==> config.mk <==
export PLATFORM = sky130hd
export DESIGN_NAME = stq_top
export DESIGN_NICKNAME = d
export VERILOG_FILES = /design/src/logic/mem_pkg.sv /design/src/logic/stq_pkg.sv /design/src/logic/stq_alloc.sv /design/src/logic/stq_entry_array.sv /design/src/logic/stq_store_drain.sv /design/src/logic/stq_top.sv
export VERILOG_INCLUDE_DIRS = /design/src /design/src/logic
export SDC_FILE = /design/constraint.sdc
export NUM_CORES = 2
export LEC_CHECK = 0
export BUFFER_PORTS_ARGS = -buffer_cell sky130_fd_sc_hd__buf_2
export CORE_ASPECT_RATIO = 0.6
export CORE_UTILIZATION = 35
export CTS_CLUSTER_SIZE = 24
export DETAILED_ROUTE_END_ITERATION = 10
export HOLD_SLACK_MARGIN = 0.15
export PLACE_DENSITY_LB_ADDON = 0.08
export SKIP_CTS_REPAIR_TIMING = 1
export SLEW_MARGIN = 10
export SYNTH_ARGS = -nofsm -noshare
export SYNTH_HDL_FRONTEND = slang
export SYNTH_SLANG_ARGS = --single-unit
==> constraint.sdc <==
create_clock -name i_clk -period 21.1 [get_ports i_clk]
set_input_delay 6.33 -clock i_clk [delete_from_list [all_inputs] [get_ports i_clk]]
set_output_delay 6.33 -clock i_clk [all_outputs]
set_load 0.005 [all_outputs]
==> src/logic/stq_macros.svh <==
`ifndef STQ_MACROS_SVH
`define STQ_MACROS_SVH

// ======================================================================
// Store queue sizing
// ======================================================================

// Number of queue entries, power of two
`define STQ_DEPTH 8

// Physical address width
`define STQ_ADDR_W 32

`define STQ_DATA_W 64  // Cache data width, one double word

`endif

==> src/logic/mem_pkg.sv <==
`include "stq_macros.svh"

package mem_pkg;

  // Access size of a load or store
  typedef enum logic [1:0] {
    SIZE_B  = 2'd0,
    SIZE_H  = 2'd1,
    SIZE_W  = 2'd2,
    SIZE_DW = 2'd3
  } size_e;

  // Write request to the data cache
  typedef struct packed {
    logic [`STQ_ADDR_W-1:0]   addr;  // Aligned to 8 bytes
    logic [`STQ_DATA_W-1:0]   data;  // Lane-replicated store data
    logic [`STQ_DATA_W/8-1:0] be;    // Byte enable
  } wr_req_t;

  // Load lookup into the store queue
  typedef struct packed {
    logic                     valid;
    logic [`STQ_ADDR_W-1:0]   addr;  // Double-word address, low bits ignored
    logic [`STQ_DATA_W/8-1:0] mask;  // Bytes the load reads
  } fwd_query_t;

  // Forwarded bytes back to the load
  typedef struct packed {
    logic                     hit;
    logic [`STQ_DATA_W/8-1:0] mask;  // Overlap of load and store bytes
    logic [`STQ_DATA_W-1:0]   data;
  } fwd_result_t;

endpackage

==> src/logic/stq_pkg.sv <==
`include "stq_macros.svh"

package stq_pkg;

  // Life of one queue entry
  typedef enum logic [1:0] {
    FREE        = 2'd0,
    WAIT_COMMIT = 2'd1,  // Allocated, searchable
    COMMITTED   = 2'd2,  // Waiting for the drain
    DRAINING    = 2'd3   // Write in flight to the cache
  } state_e;

  // Store as it arrives from the pipeline
  typedef struct packed {
    logic [`STQ_ADDR_W-1:0] addr;
    mem_pkg::size_e         size;
    logic [`STQ_DATA_W-1:0] data;  // Value in the low bits
  } st_req_t;

  // Formatted queue entry
  typedef struct packed {
    state_e           state;
    mem_pkg::wr_req_t req;
  } entry_t;

endpackage

==> src/logic/stq_alloc.sv <==
`include "stq_macros.svh"

module stq_alloc (
  input  logic             i_clk,
  input  logic             i_reset_n,
  input  logic             i_st_valid,
  output logic             o_st_ready,
  input  stq_pkg::st_req_t i_st,
  input  logic             i_full,
  output logic             o_push,
  output stq_pkg::entry_t  o_entry
);

  logic                     r_valid;
  stq_pkg::st_req_t         r_st;
  logic [2:0]               w_off;
  logic [`STQ_DATA_W/8-1:0] w_be_base;
  logic [`STQ_DATA_W-1:0]   w_data;

  assign o_push     = r_valid & ~i_full;
  assign o_st_ready = ~r_valid | ~i_full;  // Empty, or draining into the array now

  always_ff @(posedge i_clk or negedge i_reset_n) begin
    if (!i_reset_n) begin
      r_valid <= 1'b0;
    end else if (o_st_ready) begin
      r_valid <= i_st_valid;
    end
  end

  always_ff @(posedge i_clk) begin
    if (i_st_valid && o_st_ready) begin
      r_st <= i_st;
    end
  end

  // ====================================================================
  // Lane replication and byte enable
  // ====================================================================
  always_comb begin
    case (r_st.size)
      mem_pkg::SIZE_B: begin
        w_off     = r_st.addr[2:0];
        w_be_base = 8'h01;
        w_data    = {(`STQ_DATA_W/8){r_st.data[7:0]}};
      end
      mem_pkg::SIZE_H: begin
        w_off     = {r_st.addr[2:1], 1'b0};
        w_be_base = 8'h03;
        w_data    = {(`STQ_DATA_W/16){r_st.data[15:0]}};
      end
      mem_pkg::SIZE_W: begin
        w_off     = {r_st.addr[2], 2'b00};
        w_be_base = 8'h0f;
        w_data    = {(`STQ_DATA_W/32){r_st.data[31:0]}};
      end
      default: begin  // Double word
        w_off     = 3'd0;
        w_be_base = 8'hff;
        w_data    = r_st.data;
      end
    endcase
  end

  assign o_entry.state    = stq_pkg::WAIT_COMMIT;
  assign o_entry.req.addr = {r_st.addr[`STQ_ADDR_W-1:3], 3'b000};
  assign o_entry.req.data = w_data;
  assign o_entry.req.be   = w_be_base << w_off;

endmodule

==> src/logic/stq_entry_array.sv <==
`include "stq_macros.svh"

module stq_entry_array (
  input  logic                 i_clk,
  input  logic                 i_reset_n,
  input  logic                 i_push,
  input  stq_pkg::entry_t      i_entry,
  output logic                 o_full,
  input  logic                 i_commit,
  output stq_pkg::entry_t      o_head,
  input  logic                 i_take,
  input  logic                 i_free,
  input  mem_pkg::fwd_query_t  i_fwd,
  output mem_pkg::fwd_result_t o_fwd
);

  localparam int PTR_W = $clog2(`STQ_DEPTH);

  stq_pkg::state_e  r_state [`STQ_DEPTH];
  mem_pkg::wr_req_t r_req   [`STQ_DEPTH];  // Payload only

  logic [PTR_W-1:0] r_head;
  logic [PTR_W-1:0] r_tail;
  logic [PTR_W-1:0] r_cmt;   // Oldest entry not yet committed
  logic [PTR_W:0]   r_count;

  assign o_full       = (r_count == (PTR_W + 1)'(`STQ_DEPTH));
  assign o_head.state = r_state[r_head];
  assign o_head.req   = r_req[r_head];

  // ====================================================================
  // Pointers and entry states
  // ====================================================================
  always_ff @(posedge i_clk or negedge i_reset_n) begin
    if (!i_reset_n) begin
      r_head  <= '0;
      r_tail  <= '0;
      r_cmt   <= '0;
      r_count <= '0;
      for (int i = 0; i < `STQ_DEPTH; i++) begin
        r_state[i] <= stq_pkg::FREE;
      end
    end else begin
      if (i_push) begin
        r_state[r_tail] <= i_entry.state;
        r_tail          <= r_tail + 1'b1;
      end
      if (i_commit) begin
        r_state[r_cmt] <= stq_pkg::COMMITTED;
        r_cmt          <= r_cmt + 1'b1;
      end
      if (i_take) begin
        r_state[r_head] <= stq_pkg::DRAINING;
      end
      if (i_free) begin  // Write accepted by the cache
        r_state[r_head] <= stq_pkg::FREE;
        r_head          <= r_head + 1'b1;
      end
      case ({i_push, i_free})
        2'b10:   r_count <= r_count + 1'b1;
        2'b01:   r_count <= r_count - 1'b1;
        default: r_count <= r_count;
      endcase
    end
  end

  always_ff @(posedge i_clk) begin
    if (i_push) begin
      r_req[r_tail] <= i_entry.req;
    end
  end

  // ====================================================================
  // Forwarding search
  // ====================================================================
  // Walk from head to tail so the last match is the youngest
  always_comb begin
    logic [PTR_W-1:0] idx;
    o_fwd = '0;
    for (int i = 0; i < `STQ_DEPTH; i++) begin
      idx = r_head + PTR_W'(i);
      if (i_fwd.valid && r_state[idx] != stq_pkg::FREE &&
          r_req[idx].addr[`STQ_ADDR_W-1:3] == i_fwd.addr[`STQ_ADDR_W-1:3] &&
          |(r_req[idx].be & i_fwd.mask)) begin
        o_fwd.hit  = 1'b1;
        o_fwd.mask = r_req[idx].be & i_fwd.mask;
        o_fwd.data = r_req[idx].data;
      end
    end
  end

  // Alloc must hold its store while the array is full
  a_no_push_full: assert property (@(posedge i_clk) disable iff (!i_reset_n)
    i_push |-> !o_full);

  a_commit_waiting: assert property (@(posedge i_clk) disable iff (!i_reset_n)
    i_commit |-> r_state[r_cmt] == stq_pkg::WAIT_COMMIT);

  // Drain frees only what it took earlier
  a_free_draining: assert property (@(posedge i_clk) disable iff (!i_reset_n)
    i_free |-> r_state[r_head] == stq_pkg::DRAINING);

endmodule

==> src/logic/stq_store_drain.sv <==
module stq_store_drain (
  input  logic             i_clk,
  input  logic             i_reset_n,
  input  stq_pkg::entry_t  i_head,
  output logic             o_take,
  output logic             o_free,
  output logic             o_wr_valid,
  input  logic             i_wr_ready,
  output mem_pkg::wr_req_t o_wr
);

  typedef enum logic {
    IDLE = 1'b0,
    BUSY = 1'b1  // Request on the cache port
  } drain_state_e;

  drain_state_e     r_state;
  mem_pkg::wr_req_t r_wr;

  // ====================================================================
  // Head pickup and cache handshake
  // ====================================================================
  assign o_take     = (r_state == IDLE) && (i_head.state == stq_pkg::COMMITTED);
  assign o_wr_valid = (r_state == BUSY);
  assign o_free     = (r_state == BUSY) && i_wr_ready;
  assign o_wr       = r_wr;

  always_ff @(posedge i_clk or negedge i_reset_n) begin
    if (!i_reset_n) begin
      r_state <= IDLE;
    end else begin
      case (r_state)
        IDLE: begin
          if (o_take) begin
            r_state <= BUSY;
          end
        end
        BUSY: begin
          if (i_wr_ready) begin  // Accepted, entry freed this edge
            r_state <= IDLE;
          end
        end
        default: r_state <= IDLE;
      endcase
    end
  end

  // Latch the head so the array may move on
  always_ff @(posedge i_clk) begin
    if (o_take) begin
      r_wr <= i_head.req;
    end
  end

  // Held request under back-pressure
  a_wr_stable: assert property (@(posedge i_clk) disable iff (!i_reset_n)
    o_wr_valid && !i_wr_ready |=> o_wr_valid && $stable(o_wr));

endmodule

==> src/logic/stq_top.sv <==
module stq_top (
  input  logic                 i_clk,
  input  logic                 i_reset_n,
  input  logic                 i_st_valid,
  output logic                 o_st_ready,
  input  stq_pkg::st_req_t     i_st,
  input  logic                 i_commit,
  input  mem_pkg::fwd_query_t  i_fwd,
  output mem_pkg::fwd_result_t o_fwd,
  output logic                 o_wr_valid,
  input  logic                 i_wr_ready,
  output mem_pkg::wr_req_t     o_wr
);

  logic            w_full;
  logic            w_push;
  stq_pkg::entry_t w_entry;
  stq_pkg::entry_t w_head;  // Oldest entry, seen by the drain
  logic            w_take;
  logic            w_free;

  stq_alloc u_alloc (
    .i_clk      (i_clk),
    .i_reset_n  (i_reset_n),
    .i_st_valid (i_st_valid),
    .o_st_ready (o_st_ready),
    .i_st       (i_st),
    .i_full     (w_full),
    .o_push     (w_push),
    .o_entry    (w_entry)
  );

  stq_entry_array u_entry_array (
    .i_clk (i_clk), .i_reset_n (i_reset_n),
    .i_push (w_push), .i_entry (w_entry), .o_full (w_full),
    .i_commit (i_commit), .o_head (w_head),
    .i_take (w_take), .i_free (w_free),
    .i_fwd (i_fwd), .o_fwd (o_fwd)
  );

  stq_store_drain u_store_drain (
    .i_clk (i_clk), .i_reset_n (i_reset_n), .i_head (w_head),
    .o_take (w_take), .o_free (w_free),
    .o_wr_valid (o_wr_valid), .i_wr_ready (i_wr_ready), .o_wr (o_wr)
  );

endmodule

* After elaboration in Yosys (flattened, before gate mapping)
Memories as Yosys holds them, arrays and structs flattened.
Index checks and enable logic that the tools add are counted.
** Word-level totals
- Register bits :: 233
- Bits in latches :: 0
- RAM bits :: 808
- Bits in read-only memories :: 0
- Word-level logic and storage cells :: 191
- Memories kept :: 1
** Memories
- u_entry_array.r_req :: words 8, width 101, read ports 8, clocked after memory_dff 0, write ports 1, RTL line stq_entry_array.sv:20 : mem_pkg::wr_req_t r_req [`STQ_DEPTH];
** Cells by class
- Add/subtract/negate cells :: 11
- Multipliers :: 0
- Divide/modulo/power cells :: 0
- Magnitude comparators :: 13
- Eq/ne operators :: 14
- Shift-type cells :: 1
- Multiplexer cells :: 51
- Bitwise logic cells :: 32
- Reductions and logical operators :: 48
** Operators with widths (count)
- two-way mux 73 bit :: 8
- == test 29 bit :: 8
- one-hot mux 64 bit (3 select lines) :: 1
- AND 8 bit :: 10
- two-way mux 16 bit :: 4
- OR reduction 8 bit :: 8
- binary-select mux 2 bit (select 3 bit) :: 8
- greater-or-equal comparator 4 bit (second input constant) :: 10
- inverter 3 -> 4 bit :: 10
- two-way mux 2 bit :: 19
- logical AND 1 bit :: 30
- one-hot mux 8 bit (3 select lines) :: 1
- demux 2 bit (select 3 bit) :: 3
- nonzero test 2 bit :: 9
- AND 16 bit :: 1
- inverter 16 bit :: 1
- inverter 8 bit :: 2
- OR 16 bit :: 1
- OR 8 bit :: 2
- adder 3 bit (second input constant) :: 4
- less-than comparator 4 x 1 -> 1 bit (second input constant) :: 3
- adder 3 x 1 -> 3 bit (second input constant) :: 3
- one-hot mux 3 bit (3 select lines) :: 1
- one-hot mux 4 bit (2 select lines) :: 1
- 13 further kinds :: 22

* Depth between registers and ports, before layout
- Word-level depth :: 16
- Gate-level depth with buffers :: 28

* By module
Synthesis repeated with hierarchy kept, for this count alone.
** Unflattened totals
- Cell total of the unflattened synthesis :: 5608
- Area, all modules :: 76251.9 um2
** By module, submodules not included
- stq_entry_array :: times used 1, cells an instance 5206, area an instance 68627.1 um2, seq. area each 25709.7 um2
- stq_alloc :: times used 1, cells an instance 293, area an instance 4445.5 um2, seq. area each 2967.8 um2
- stq_store_drain :: times used 1, cells an instance 109, area an instance 3179.3 um2, seq. area each 3148.0 um2

* Worst setup path after synthesis
Ideal clock, no wire load.
- Path type :: input port to output port
- From :: input port i_fwd[37] (netlist bit)
- To :: output port o_fwd[24] (netlist bit)
- Arrival time :: 9.223 ns
- Required time :: 14.770 ns
- Setup slack :: 5.547 ns
- Stages :: 11
- Cells stage by stage :: clkbuf_1 -> inv_1 -> a221oi_2 -> a22oi_1 -> or4_4 -> nor4_4 -> buf_6 -> nor4_1 -> or3_1 -> a221oi_2 -> o22ai_2
** RTL lines
- start: declaration :: RTL line stq_top.sv:8 : input mem_pkg::fwd_query_t i_fwd,
- end: declaration :: RTL line stq_top.sv:9 : output mem_pkg::fwd_result_t o_fwd,

==> summary.md <==
| Metric | Value |
|---|---|
| Max Clock Freq | `55.11 MHz` |
| GR peak layer | `met1` |
| Instance count on the critical path | `12` |
| Vias in the first global route | `53,160` |
| Inserted Clock Buffers | `115` |
| Area share of the largest cell type after synthesis | `39.84%` |
| Die ar. | `0.2188 mm²` |
| Die Y | `362.7 µm` |
| First-pass GRT wire length | `433,100 µm` |
| GRT met3 Usage | `7.231%` |
| Clk buf depth | `3` |
| Cell variety after synth | `90` |
| Max rail drop VDD | `0.2280 mV` |
| FF+latch count, synth | `1,038` |
| Drt wl/cell | `35.47 µm` |
| Die width | `603.2 µm` |
| Synth Flop Type | `edfxtp_1` |
| Type of element capturing the critical path | `output port` |
| Worst-path clk slew | `60 ps` |
| Sequential fraction of the synthesis area | `40.86%` |
| Reg2Reg Depth | `8` |
| Routed WL | `312,300 µm` |
| Clk_skew | `30.75 ps` |
| Max Cap Viol | `0` |
| Initial antenna violation count | `25` |
| Pwr dens | `182.4 mW/mm²` |
| Initial core utilization | `35.46%` |
| Final setup violation count | `0` |
| # clock sinks | `1,038` |
| I/O pin count | `323` |
| Core area | `0.2141 mm²` |
| Critical path fanouts, max | `127` |
| Via density | `6.579` |
| Dpl ws | `3286 ps` |
| CTS tree | `done` |
| Relative slew slack | `13.39%` |
| Post-route setup TNS | `0 ps` |
| Slowest CP cell | `xnor2_1` |
| Synth warn | `0` |
| H-tree levels | `3` |
| Tmin final | `18,140 ps` |
| Hold crit path type | `register to register` |
| Cells after Synth | `5,838` |
| Delay-heaviest family, CP | `simple AND/OR/NAND/NOR gates` |
| Pins over their slew limit | `0` |
| Tot GR Track Use | `27.85%` |
| Vias | `57,920` |
| Crit Path Class | `input port to output port` |
| Met2 usage | `38.05%` |
| Synthesized area | `0.07590 mm²` |
| Root Buffer | `clkbuf_16` |
| Met1 Usage GRT | `43.23%` |
| Gr ovfl total | `0` |
| Worst-Skew Late Latency | `770 ps` |
| Filler cell count | `20,130` |
| TritonRoute pass-1 iters | `6` |
| Row cnt | `131` |
| Outcome | `complete, no violations` |
| Synth async-reset ratio | `2.987%` |
| Worst-margin pin slew | `1291 ps` |
| Data arrival time of the worst path | `11,810 ps` |
| Synth area leaders | `edfxtp_1 40%, mux4_2 25%, mux2i_1 5.0%` |
| RSZ-0062 raised after global routing | `false` |
| Detailed placer's ending HPWL | `201,900 µm` |
| CP bufs+invs | `3` |
| Lkg Pwr | `28.47 nW` |
| WHS | `468.0 ps` |
| Synth area leader | `edfxtp_1` |
| DRC | `0` |
| Gpl congestion | `0.9726` |
| Final worst-path cycle share | `85.99%` |
| Hold-critical path depth | `1` |
| Worst EP required | `14,770 ps` |
| Initial DRC count | `8,151` |
| Final #Nets | `5,994` |
| Critical Path Most Common Cell | `buf_2` |
| Fin worst setup slack | `2955 ps` |
| Pin count of the biggest net entering global routing | `128` |
| Max stage delay on crit path | `940 ps` |
| CP Cell Sequence | `buf_2 -> xnor2_1 -> nand3_1 -> o31ai_1 -> o2111ai_1 -> nor4_4 -> buf_12 -> nor4_1 -> or3_1 -> a221oi_2 -> o22ai_1 -> buf_2` |
| Final-report hold violation count | `0` |
| Avg Cell Area, Syn | `13.00 µm²` |
| Antenna Violating Nets Remaining | `0` |
| Share of cells above drive strength 1 | `32.40%` |
| Area Growth Syn to Fin | `10.38%` |
| Startpoint Class | `input port` |
| Post-synth EDFFs | `1,007` |
| Port buffer count | `316` |
-- final cells by class --
class                   instances  area, µm²  share of cell area [%]
diodes                          7      17.52                 0.02091
clock buffers                 134       3053                   3.644
clock inverters                83       1030                   1.229
inverters                      88      337.8                  0.4032
multi-input cells            4134      41940                   50.06
flip-flops and latches       1038      31030                   37.03
well taps                    2859       3577                   4.270
repair buffers                461       2795                   3.336
-- per-layer routing --
layer	vias up	wire length, µm
li1	23540	-
met2	3466	126500
met3	418	33650
met5	-	12
met1	30490	144300
met4	2	7822
-- power breakdown --
part	switching [mW]	total, mW	internal [mW]
logic	5.96	9.82	3.87
clock network	0.962	2.23	1.27
registers	0.378	3.23	2.85
-- Yosys cell counts (all sizes together) (86+ instances only) --
library cell	instances
nand3	159
xnor2	191
a211oi	86
nand2	859
mux2i	382
buf	279
inv	87
o22ai	100
mux4	850
nor2	107
edfxtp	1007
clkbuf	301
nor4	157
a221oi	94
mux2	194
a21oi	122
-- final timing paths --
path / startpoint / endpoint / slack, ps
worst max-delay path: i_fwd[29] / o_fwd[59] / 2960
worst min-delay path: u_entry_array.r_count[3] / u_entry_array.r_count[3] / 470
worst max register to register: u_entry_array.r_head[0] / u_store_drain.o_wr[67] / 15670
worst min register to register: u_entry_array.r_count[3] / u_entry_array.r_count[3] / 470
max in group asynchronous: i_reset_n / u_entry_array.r_head[0] / 14870
min in group asynchronous: i_reset_n / u_entry_array.r_head[2] / 5660
-- flip-flops by register name, summed over array words and instances (netlist names) --
signal and flops:
u_entry_array.r_req 808, u_entry_array.r_tail 3, u_entry_array.r_state 16, u_entry_array.r_cmt 3, u_alloc.r_valid 1, u_store_drain.o_wr_valid 1
u_store_drain.o_wr 101, u_alloc.r_st 69, u_alloc.o_entry 29, u_entry_array.r_head 3, u_entry_array.r_count 4
-- cell families (layout without fill, tap and decap cells) --
family,Yosys count,in the layout,share of synthesized area (%)
AOI/OAI and AO/OA,751,751,8.087
DFF,1038,1038,40.86
and+or+nand+nor,1690,1690,10.53
xor gates and xnor gates,252,252,2.933
muxes,1426,1426,33.15
adders and majority gates,12,12,0.2077
other,1,10,0.004941
buffers and inverters,668,766,4.227
-- placed cells by master (no fill, tap or decap), drive strengths merged, types with 12 or more instances in the layout --
cell type / n
nor2b: 19
edfxtp: 1007
nor4: 157
buf: 461
mux2i: 382
mux2: 194
nand4: 43
or2: 18
mux4: 850
a221oi: 94
and3: 76
nand2b: 12
clkbuf: 134
dfrtp: 31
nand2: 859
inv: 96
clkinv: 39
or3: 81
clkinvlp: 18
a31o: 65
nor2: 107
nand3: 159
nor3: 46
xnor2: 191
xor2: 61
a31oi: 18
bufinv: 18
a22oi: 37
and2: 83
o21ai: 54
a21oi: 122
o31ai: 83
a211oi: 86
o211ai: 12
o22ai: 100
-- worst reg2reg max path: cells and delay by family (launching register included) --
kind                   cells  cell delay, ps
AND/OR/NAND/NOR            2             490
multiplexers               1             670
flip-flops                 1             800
buffers and inverters      5            3200
-- per-stage QoR --
step	total power [mW]	area [µm²]	utilization [%]	std cells
2_1_floorplan	9.909	75910	-	5840
3_3_place_gp	12.88	79680	37.22	8580
3_5_place_dp	12.90	79680	37.22	8580
4_1_cts	15.17	83760	39.13	8797
5_1_grt	15.95	83780	39.14	8803
6_report	15.28	83780	39.14	8804
Note: power is estimated with default switching activity, not from simulation.
